<file path="config.mk">
export PLATFORM = sky130hd
export DESIGN_NAME = store_unit_top
export DESIGN_NICKNAME = d
export VERILOG_FILES = /design/src/store_pkg.sv /design/src/mem_write_port.sv /design/src/store_sequencer.sv /design/src/store_unit_top.sv /design/src/wr_aligner.sv /design/src/write_fifo.sv
export SDC_FILE = /design/constraint.sdc
export NUM_CORES = 1
export LEC_CHECK = 0
export ABC_AREA = 1
export ABC_CLOCK_PERIOD_IN_PS = 6250
export BUFFER_PORTS_ARGS = -buffer_cell sky130_fd_sc_hd__buf_2
export CAP_MARGIN = 10
export CORE_UTILIZATION = 50
export CTS_CLUSTER_SIZE = 12
export DETAILED_ROUTE_END_ITERATION = 8
export GPL_TIMING_DRIVEN = 0
export PLACE_DENSITY_LB_ADDON = 0.08
export SYNTH_ARGS = -nofsm -noshare
export SYNTH_HDL_FRONTEND = slang
export SYNTH_SLANG_ARGS = --single-unit
</file>
<file path="constraint.sdc">
create_clock -name bclk -period 6.25 [get_ports bclk]
set_input_delay 0.625 -clock bclk [delete_from_list [all_inputs] [get_ports bclk]]
set_output_delay 0.625 -clock bclk [all_outputs]
set_load 0.02 [all_outputs]
</file>
<file path="src/store_pkg.sv">
package store_pkg;

	// Store size codes, as seen on the request and carried in every packet.
	typedef enum logic [1:0] {
		size_byte   = 2'b00,
		size_word   = 2'b01,
		size_double = 2'b10,
		size_quad   = 2'b11
	} size_t;

	typedef logic [5:0]  byte_addr_t; // 64 bytes of RAM.
	typedef logic [3:0]  word_addr_t;
	typedef logic [1:0]  lane_t;

	// Upper two bits hold the packet index, lower two the start lane.
	typedef logic [3:0]  pkt_code_t;

	typedef logic [63:0] operand_t;
	typedef logic [31:0] word_t;
	typedef logic [3:0]  byte_en_t;

	// One word-sized slice of a store as it travels through the FIFO.
	typedef struct packed {
		word_addr_t word_addr;
		pkt_code_t  code;
		size_t      size;
		operand_t   operand;
	} packet_t;

	typedef enum logic {
		seq_idle,
		seq_next
	} seq_state_t;

endpackage

</file>
<file path="src/mem_write_port.sv">
`timescale 1ns/1ps

module mem_write_port import store_pkg::*; #(
	parameter int RAM_WORDS = 16
) (
	input  logic       bclk,
	input  logic       rst_n,
	input  logic       empty,
	input  packet_t    head_pkt,
	output logic       pop,
	input  word_addr_t rd_addr,
	output word_t      rd_data
);

	word_t    ram [RAM_WORDS];
	word_t    wr_data;
	byte_en_t byte_en;

	// The write lands on the same edge that removes the packet from the FIFO.
	assign pop = !empty;

	wr_aligner u_wr_aligner (
		.packet  (head_pkt.code),
		.operand (head_pkt.operand),
		.size    (head_pkt.size),
		.wr_data (wr_data),
		.byte_en (byte_en)
	);

	always_ff @(posedge bclk) begin
		if (pop) begin
			for (int i = 0; i < $bits(byte_en_t); i++) begin
				if (byte_en[i])
					ram[head_pkt.word_addr][8*i +: 8] <= wr_data[8*i +: 8];
			end
		end
		rd_data <= ram[rd_addr]; // Read data follows the address by one cycle.
	end

	a_ram_size: assert property (@(posedge bclk) disable iff (!rst_n)
		RAM_WORDS == 2 ** $bits(word_addr_t))
		else $error("RAM_WORDS does not match the word address width.");

	// Every packet the sequencer emits must touch at least one byte.
	a_byte_en_nonzero: assert property (@(posedge bclk) disable iff (!rst_n)
		pop |-> byte_en != '0)
		else $error("Packet popped with no byte lane enabled.");

endmodule

</file>
<file path="src/store_sequencer.sv">
`timescale 1ns/1ps

module store_sequencer import store_pkg::*; (
	input  logic       bclk,
	input  logic       rst_n,
	input  logic       req,
	input  byte_addr_t req_addr,
	input  size_t      req_size,
	input  operand_t   req_operand,
	input  logic       full,
	output logic       ready,
	output logic       busy,
	output logic       push,
	output packet_t    push_pkt
);

	seq_state_t state;
	logic       accept;
	logic [1:0] req_last;  // Index of the last packet for the incoming request.
	logic [1:0] last_k;
	logic [1:0] pkt_k;     // Packet number within the current store.
	logic [1:0] pkt_idx;
	word_addr_t cur_word;
	lane_t      lat_lane;
	size_t      lat_size;
	operand_t   lat_operand;

	assign ready  = (state == seq_idle);
	assign busy   = (state == seq_next);
	assign accept = req && ready;
	assign push   = busy && !full; // Stall while the FIFO is full.

	// Number of packets depends on how far the store spills past its first word.
	always_comb begin
		case (req_size)
			size_byte:   req_last = 2'd0;
			size_word:   req_last = (req_addr[1:0] == 2'd3) ? 2'd1 : 2'd0;
			size_double: req_last = (req_addr[1:0] != 2'd0) ? 2'd1 : 2'd0;
			size_quad:   req_last = (req_addr[1:0] == 2'd0) ? 2'd1 : 2'd2;
			default:     req_last = 2'd0;
		endcase
	end

	// A quad numbers its packets straight through. Other sizes jump from first to last.
	assign pkt_idx = (lat_size == size_quad) ? pkt_k : {pkt_k[0], 1'b0};

	assign push_pkt = '{
		word_addr: cur_word,
		code:      {pkt_idx, lat_lane},
		size:      lat_size,
		operand:   lat_operand
	};

	always_ff @(posedge bclk or negedge rst_n) begin
		if (!rst_n) begin
			state  <= seq_idle;
			pkt_k  <= '0;
			last_k <= '0;
		end else begin
			case (state)
				seq_idle: begin
					if (accept) begin
						state  <= seq_next;
						pkt_k  <= '0;
						last_k <= req_last;
					end
				end
				seq_next: begin
					if (push) begin
						if (pkt_k == last_k)
							state <= seq_idle;
						else
							pkt_k <= pkt_k + 1'b1;
					end
				end
				default: state <= seq_idle;
			endcase
		end
	end

	always_ff @(posedge bclk) begin
		if (accept) begin
			cur_word    <= req_addr[5:2];
			lat_lane    <= req_addr[1:0];
			lat_size    <= req_size;
			lat_operand <= req_operand;
		end else if (push) begin
			cur_word <= cur_word + 1'b1; // Wraps at the end of the RAM.
		end
	end

	a_req_when_ready: assert property (@(posedge bclk) disable iff (!rst_n)
		req |-> ready)
		else $error("Store request arrived while the sequencer was not ready.");

endmodule

</file>
<file path="src/store_unit_top.sv">
`timescale 1ns/1ps

module store_unit_top import store_pkg::*; #(
	parameter int FIFO_DEPTH = 4,
	parameter int RAM_WORDS  = 16
) (
	input  logic       bclk,
	input  logic       rst_n,
	input  logic       req,
	input  byte_addr_t req_addr,
	input  size_t      req_size,
	input  operand_t   req_operand,
	input  word_addr_t rd_addr,
	output logic       ready,
	output logic       idle,
	output word_t      rd_data
);

	logic    busy;
	logic    push;
	logic    pop;
	logic    full;
	logic    empty;
	packet_t push_pkt;
	packet_t head_pkt;

	store_sequencer u_store_sequencer (
		.bclk        (bclk),
		.rst_n       (rst_n),
		.req         (req),
		.req_addr    (req_addr),
		.req_size    (req_size),
		.req_operand (req_operand),
		.full        (full),
		.ready       (ready),
		.busy        (busy),
		.push        (push),
		.push_pkt    (push_pkt)
	);

	write_fifo #(
		.DEPTH (FIFO_DEPTH)
	) u_write_fifo (
		.bclk     (bclk),
		.rst_n    (rst_n),
		.push     (push),
		.push_pkt (push_pkt),
		.pop      (pop),
		.head_pkt (head_pkt),
		.full     (full),
		.empty    (empty)
	);

	mem_write_port #(
		.RAM_WORDS (RAM_WORDS)
	) u_mem_write_port (
		.bclk     (bclk),
		.rst_n    (rst_n),
		.empty    (empty),
		.head_pkt (head_pkt),
		.pop      (pop),
		.rd_addr  (rd_addr),
		.rd_data  (rd_data)
	);

	// Nothing left in flight once the sequencer is done and the FIFO has drained.
	assign idle = !busy && empty;

endmodule

</file>
<file path="src/wr_aligner.sv">
`timescale 1ns/1ps

module wr_aligner import store_pkg::*; (
	input  pkt_code_t packet,
	input  operand_t  operand,
	input  size_t     size,
	output word_t     wr_data,
	output byte_en_t  byte_en
);

	lane_t            lane;
	logic             last;
	logic             quad_first;
	logic [7:0][7:0]  op_bytes;
	logic [3:0][2:0]  sel;
	logic [3:0][7:0]  data_bytes;
	byte_en_t         hi_mask;
	byte_en_t         lo_mask;

	assign lane    = packet[1:0];
	assign last    = packet[3];
	assign op_bytes = operand;

	// First packet of a quad takes its bytes from the low operand word.
	assign quad_first = (size == size_quad) && (packet[3:2] == 2'b00);

	// Lanes at or above the start lane carry the head of the store. Lanes below it
	// carry the bytes that spilled over from the previous word.
	always_comb begin
		for (int j = 0; j < 4; j++) begin
			sel[j]        = {(j >= lane) ? !quad_first : last, 2'(j - lane)};
			data_bytes[j] = op_bytes[sel[j]];
		end
	end

	assign wr_data = data_bytes;

	assign hi_mask = 4'b1111 << lane; // Lanes from the start lane upward.
	assign lo_mask = ~hi_mask;

	always_comb begin
		case (size)
			size_byte: byte_en = 4'b0001 << lane;
			size_word: begin
				if (lane == 2'd3)
					byte_en = last ? 4'b0001 : 4'b1000;
				else
					byte_en = 4'b0011 << lane;
			end
			size_double: begin
				if (lane == 2'd0)
					byte_en = 4'b1111;
				else
					byte_en = last ? lo_mask : hi_mask;
			end
			size_quad: begin
				if (lane == 2'd0 || packet[3:2] == 2'b01)
					byte_en = 4'b1111;
				else
					byte_en = last ? lo_mask : hi_mask;
			end
			default: byte_en = '0;
		endcase
	end

endmodule

</file>
<file path="src/write_fifo.sv">
`timescale 1ns/1ps

module write_fifo import store_pkg::*; #(
	parameter int DEPTH = 4
) (
	input  logic    bclk,
	input  logic    rst_n,
	input  logic    push,
	input  packet_t push_pkt,
	input  logic    pop,
	output packet_t head_pkt,
	output logic    full,
	output logic    empty
);

	localparam int PTR_W = (DEPTH > 1) ? $clog2(DEPTH) : 1;
	localparam int CNT_W = $clog2(DEPTH + 1);

	packet_t          mem [DEPTH];
	logic [PTR_W-1:0] wr_ptr;
	logic [PTR_W-1:0] rd_ptr;
	logic [CNT_W-1:0] count;

	// Pointers wrap explicitly so that DEPTH need not be a power of two.
	function automatic logic [PTR_W-1:0] next_ptr(input logic [PTR_W-1:0] ptr);
		return (ptr == PTR_W'(DEPTH - 1)) ? '0 : ptr + 1'b1;
	endfunction

	always_ff @(posedge bclk or negedge rst_n) begin
		if (!rst_n) begin
			wr_ptr <= '0;
			rd_ptr <= '0;
			count  <= '0;
		end else begin
			if (push)
				wr_ptr <= next_ptr(wr_ptr);
			if (pop)
				rd_ptr <= next_ptr(rd_ptr);
			if (push && !pop)
				count <= count + 1'b1;
			else if (pop && !push)
				count <= count - 1'b1;
		end
	end

	always_ff @(posedge bclk) begin
		if (push)
			mem[wr_ptr] <= push_pkt;
	end

	assign head_pkt = mem[rd_ptr]; // Head is visible while the FIFO is not empty.
	assign full     = (count == CNT_W'(DEPTH));
	assign empty    = (count == '0);

	a_no_push_full: assert property (@(posedge bclk) disable iff (!rst_n)
		push |-> !full)
		else $error("Push into a full FIFO.");

	a_no_pop_empty: assert property (@(posedge bclk) disable iff (!rst_n)
		pop |-> !empty)
		else $error("Pop from an empty FIFO.");

endmodule
</file>
# --- After elaboration in Yosys (flattened, before gate mapping) ---
# Memory sizes are Yosys's and may differ from the RTL's. A register that Yosys moved wholly into a read port is not among the register bits.
# Index checks and enable logic that the tools add are counted.
classes:
  n_reduce_logical: 23
  order_cmp: 7
  n_eq_ne: 17
  bitwise_logic: 2
  n_shift: 3
  muxes: 50
  n_addsub: 10
op_table:
  columns: ["operator", "n"]
  rows:
  - ["binary-select mux 8 bit (select 3 bit)", 4]
  - ["2-to-1 mux 8 bit", 4]
  - ["2-to-1 mux 4 bit", 7]
  - ["2-to-1 mux 1 bit", 22]
  - ["== test 2 bit (second input constant)", 9]
  - ["< comparator 3 x 4 -> 1 bit (second input constant)", 4]
  - ["one-hot mux 4 bit (4 select lines)", 1]
  - ["2-to-1 mux 2 bit", 7]
  - ["zero test 2 bit", 5]
  - ["one-hot mux 2 bit (4 select lines)", 1]
  - ["adder 2 x 1 -> 2 bit (second input constant)", 3]
  - ["== test 2 x 1 -> 1 bit (second input constant)", 3]
  - ["logical AND 1 bit", 6]
  - ["2-to-1 mux 3 bit", 2]
  - ["nonzero test 2 bit", 3]
  - ["zero test 1 bit", 5]
  - ["adder 4 x 1 -> 4 bit (second input constant)", 1]
  - [">= comparator 1 x 2 -> 1 bit (first input constant)", 2]
  - ["!= test 2 bit (second input constant)", 2]
  - ["inverter 4 bit", 1]
  - ["one-hot mux 2 bit (2 select lines)", 1]
  - ["<< shifter 1 x 2 -> 4 bit (first input constant)", 1]
  - ["<< shifter 2 x 2 -> 4 bit (first input constant)", 1]
  - ["<< shifter 4 x 2 -> 4 bit (first input constant)", 1]
  - ["14 further kinds", 16]
totals:
  elab_cells: 124
  ramBits: 808
  ff_bits: 84
  n_memories: 2
memory_table:
  columns: ["name", "words", "width", "rd", "rd_ports_with_merged_regs", "wr", "line", "rtl"]
  rows:
  - ["u_mem_write_port.ram", 16, 32, 1, 1, 1, "mem_write_port.sv:15", "word_t ram [RAM_WORDS];"]
  - ["u_write_fifo.mem", 4, 74, 1, 0, 1, "write_fifo.sv:19", "packet_t mem [DEPTH];"]

# --- Longest topological paths before layout ---
# An unclocked memory read counts as a cell.
logic_depth:
  depth_word: 9
  depth_mapped: 18
  ltp_nobuf: 14

# --- Cells and area by module ---
# Synthesis repeated with hierarchy kept, for this count alone.
hier_totals:
  hier_cells: 3792
  area_unflattened_um2: 40390.0
by_module_without_submodules:
  columns: ["module", "seq_area_each_um2", "cells_per_inst", "n_inst", "area_each_um2"]
  rows:
  - ["mem_write_port", 16015.4, 2196, 1, 23018.3]
  - ["write_fifo", 9063.7, 915, 1, 12318.1]
  - ["store_sequencer", 2287.2, 133, 1, 2586.2]
  - ["wr_aligner", 0.0, 546, 1, 2457.4]
  - ["store_unit_top", 0.0, 2, 1, 10.0]

# --- Least setup slack after synthesis ---
# Ideal clock, no wire load.
synth_path:
  path_type: "input port to flip-flop"
  from: "input port req"
  to: "register u_store_sequencer.cur_word[0], enable pin"
  path_slack_ps: 1347
  arrival_ps: 4579
  n_path_buf: 0
  setup_ps: 324
  path_stages: 4
  cell_sequence: "inv_1 nor2_1 inv_1 nand2_1"
synth_via:
  elab_chain_len: 2
synth_rtl:
  columns: ["element", "line", "rtl"]
  rows:
  - ["start: declaration", "store_unit_top.sv:9", "input logic req,"]
  - ["logical AND 1 bit", "store_sequencer.sv:30", "assign accept = req && ready;"]
  - ["named net u_store_sequencer.accept", "store_sequencer.sv:18", "logic accept;"]
  - ["nonzero test 2 bit (no line)", null, null]
  - ["end signal: assignment", "store_sequencer.sv:83", "cur_word <= req_addr[5:2];"]
  - ["end signal: assignment", "store_sequencer.sv:88", "cur_word <= cur_word + 1'b1;"]
  - ["end: declaration", "store_sequencer.sv:23", "word_addr_t cur_word;"]
# The timed path passes the listed nets, and every way through them passes these cells.
# A chain may end at the register's enable or synchronous reset.

# --- Worst setup path in the final report ---
layout_path:
  from: "register u_write_fifo.rd_ptr[1]"
  to: "memory u_mem_write_port.ram[7][18] (netlist bit), enable pin"
layout_via:
  elab_chain_len: 9
layout_rtl:
  columns: ["element", "line", "rtl"]
  rows:
  - ["start: declaration", "write_fifo.sv:21", "logic [PTR_W-1:0] rd_ptr;"]
  - ["start signal: assignment", "write_fifo.sv:38", "rd_ptr <= next_ptr(rd_ptr);"]
  - ["memory (4 x 74 bit) *", null, null]
  - ["<< shifter 4 x 2 -> 4 bit", "wr_aligner.sv:38", "assign hi_mask = 4'b1111 << lane;"]
  - ["inverter 4 bit", "wr_aligner.sv:39", "assign lo_mask = ~hi_mask;"]
  - ["2-to-1 mux 4 bit", "wr_aligner.sv:54, wr_aligner.sv:60", null]
  - ["2-to-1 mux 4 bit (on tied branches)", "wr_aligner.sv:57, wr_aligner.sv:51", null]
  - ["one-hot mux 4 bit (4 select lines)", "wr_aligner.sv:42", "case (size)"]
  - ["2-to-1 mux 1 bit", "mem_write_port.sv:33", "if (byte_en[i])"]
  - ["2-to-1 mux 1 bit", "mem_write_port.sv:31", "if (pop) begin"]
  - ["2-to-1 mux 1 bit (not written as such)", "mem_write_port.sv:34", "ram[head_pkt.word_addr][8*i +: 8] <= wr_data[8*i +: 8];"]
  - ["end: declaration", "mem_write_port.sv:15", null]
# Every way passes the cells marked *; elsewhere a longest branch is shown, timed or not.

==> run metrics <==
post-CTS setup buffer count=0; Final Max Slew Viols=0; R2R cell count=15; layout cells sized above 1=0.118; core box area=0.0744 mm²; status=finished clean; initial antenna violation count=2; crit share post-route=0.673; Pre-antenna DRT Iters=6; grt met3 use=0.0374; Final #Nets=3290; final setup vio count=0; Ant. Diodes=0; CTS sink cnt=924; delay of the slowest critical-path stage=740 ps; Post-synth EDFFs=880; GPL Wtd Cong=0.922; Synth top area share=0.702; area of the mapped netlist=0.0377 mm²; Boundary Pins=113; Die Wd=276 µm; R2R Setup Slk=2040 ps; Setup CP Type=reg -> reg; commonest cells in the netlist=edfxtp_1 (880), nand2_1 (659), nand3_1 (259); Clock H-tree levels=3; relative slew slack=0.250; vias in the first global route=23292; Worst-path clk slew=60 ps; post-synth cell types=33; most common flop cell mapped by yosys=edfxtp_1; Synth area leader=edfxtp_1; post-CTS sizing=0; grt total ovfl=0; RSZ-0062 raised after global routing=false; CTS max path bufs=3; Root Buffer=clkbuf_16; sequential area share after synthesis=0.727; Crit-path slowest cell=nor2_1; Synth area leaders=edfxtp_1 (70%), nand2_1 (6.6%), nand3_1 (3.4%); CTS Buf Count=95; # Max-Cap Violations=0; met1 Use GR=0.341; Sum Neg Setup Slack=0 ps; DR vias/cell=5.61; Initial DRC Count=2432; CTS tree=built; met2 GRT Util=0.466; Syn Nets=3062; largest fanout on the critical path=12; post-DP HPWL=72100 µm; clk_lat worst skew=660 ps; CP endpoint kind=flop; WL final=102000 µm; Synth Area per Inst=12.7 µm²; WHS Endpoint=u_store_sequencer.lat_operand[51]$_DFFE_PP_; # DRC=0; most numerous cell in the Yosys netlist=edfxtp_1; Final min period=4210 ps; Cells after Synth=2970; Required @ worst endpoint=6520 ps; largest net degree at the start of global routing=36; area added between synthesis and finish=13.6%; cell chain of the critical path=buf_4 > inv_2 > nand3_1 > nand2_1 > buf_2 > buf_2 > ha_1 > clkbuf_1 > inv_1 > o21ai_1 > a21oi_1 > nand2_1 > nand2_4 > buf_6 > nor2_1; Rows=100; fmax=0.238 GHz; Worst-Margin Slew=1120 ps; end of the worst register-to-register path=u_mem_write_port.ram[7][18]$_DFFE_PP_; drt wl/cell=24.2 µm; Vias=23778; Reg2Reg Launch Point=u_write_fifo.rd_ptr[1]$_DFFE_PN0P_; worst hold start=req_operand[51]; YS warnings=0; HP Class=in -> reg; Filler cells=5983; clock skew=27.9 ps; Fin. Hold Viols=0; Startpoint Class=flop; global route hottest layer=met2; critical path arrival=4480 ps; die span in y=276 µm; asr flop ratio synth=0.0130; die area=0.0764 mm²; hold-critical path depth=1; Buffers on Ports=109; Synth Register Bits=924; post-route antenna net violation count=0; Initial Util=0.506; first-pass GRT wire length=150000 µm; GR Util All Layers=0.268
[worst max-delay path, delay by kind of cell, from the launching register on]
family	cells	cell delay, ps
buffers and inverters	7	1610
AO/OA/AOI/OAI	2	260
AND/OR/NAND/NOR	5	1380
adder cells (fa/ha/maj)	1	160
flip-flops	1	380
[sequential cells by signal (all words and copies together) (netlist names)]
| signal | count |
|---|---|
| u_write_fifo.count | 3 |
| u_store_sequencer.pkt_k | 2 |
| u_write_fifo.rd_ptr | 2 |
| u_store_sequencer.lat_operand | 64 |
| u_write_fifo.mem | 296 |
| u_write_fifo.wr_ptr | 2 |
| u_store_sequencer.last_k | 2 |
| u_store_sequencer.lat_lane | 2 |
| u_store_sequencer.busy | 1 |
| u_store_sequencer.cur_word | 4 |
| u_store_sequencer.lat_size | 2 |
| u_mem_write_port.rd_data | 32 |
| u_mem_write_port.ram | 512 |
[worst max path at each step]
stage | start | depth (start not counted) | endpoint
3_3_place_gp | u_write_fifo.count[0]$_DFFE_PN0P_ | 4 | u_write_fifo.mem[3][41]$_DFFE_PP_
3_5_place_dp | u_write_fifo.rd_ptr[1]$_DFFE_PN0P_ | 15 | u_mem_write_port.ram[7][17]$_DFFE_PP_
6_report | u_write_fifo.rd_ptr[1]$_DFFE_PN0P_ | 15 | u_mem_write_port.ram[7][18]$_DFFE_PP_
5_1_grt | u_write_fifo.rd_ptr[1]$_DFFE_PN0P_ | 15 | u_mem_write_port.ram[7][19]$_DFFE_PP_
4_1_cts | u_write_fifo.rd_ptr[1]$_DFFE_PN0P_ | 15 | u_mem_write_port.ram[7][18]$_DFFE_PP_
2_1_floorplan | req | 4 | u_store_sequencer.cur_word[0]$_DFFE_PP_
[metrics by stage]
stage | utilization | instances | area (µm²) | hold slack [ps] | setup WS [ps]
floorplan | - | 2970 | 37700 | 329 | 1350
finish | 0.575 | 4237 | 42800 | 140 | 2040
detailed placement | 0.534 | 4067 | 39800 | 479 | 2030
global placement | 0.529 | 4048 | 39400 | 461 | -938
global route | 0.575 | 4237 | 42800 | 114 | 1900
CTS | 0.574 | 4235 | 42800 | 107 | 2010
[metal layers]
| metal | vias up | wire length (µm) |
|---|---|---|
| met1 | 11649 | 40600 |
| met4 | 0 | 3670 |
| met2 | 848 | 52000 |
| li1 | 11109 | - |
| met3 | 172 | 6180 |
| met5 | - | 0 |
[kinds of logic (layout without fill, tap and decap cells)]
family                     Yosys count  in the layout  share of synthesized area
xor gates and xnor gates             6              6                    0.00140
AOI/OAI and AO/OA                  521            521                     0.0793
and+or+nand+nor                   1034           1034                      0.115
DFF                                924            924                      0.727
adders and majority gates           13             13                    0.00432
buffers and inverters              344            642                     0.0396
muxes                              128            128                     0.0340
[placed cells by master (no fill, tap or decap), types with 15 or more instances in the layout]
cell type,Yosys,final
a21oi_1,139,139
clkbuf_16,0,98
edfxtp_1,880,880
buf_1,15,15
o21ai_0,238,233
nand3_1,259,259
nand2_1,659,659
inv_1,163,163
clkbuf_1,73,109
buf_2,63,172
o211ai_1,129,129
nor2_1,86,81
dfxtp_1,32,32
mux2i_1,128,128
[area by class of cell]
cell class	count	area [µm²]	share of cell area
flip-flops and latches	924	27400	0.640
plain buffers	172	845	0.0197
clock buffers	143	2710	0.0634
well taps	969	1210	0.0283
multi-input cells	1702	8840	0.207
repair buffers	131	900	0.0210
clock inverters	24	253	0.00591
inverters	172	646	0.0151
[repair_timing]
action	4_1_cts	5_1_grt
hold endpoints to repair	12	0
setup endpoints to repair	0	0
hold buffers	1	0
Power is not shown: default switching activity piles up to over one toggle a cycle in this logic, so the estimate is an artifact.
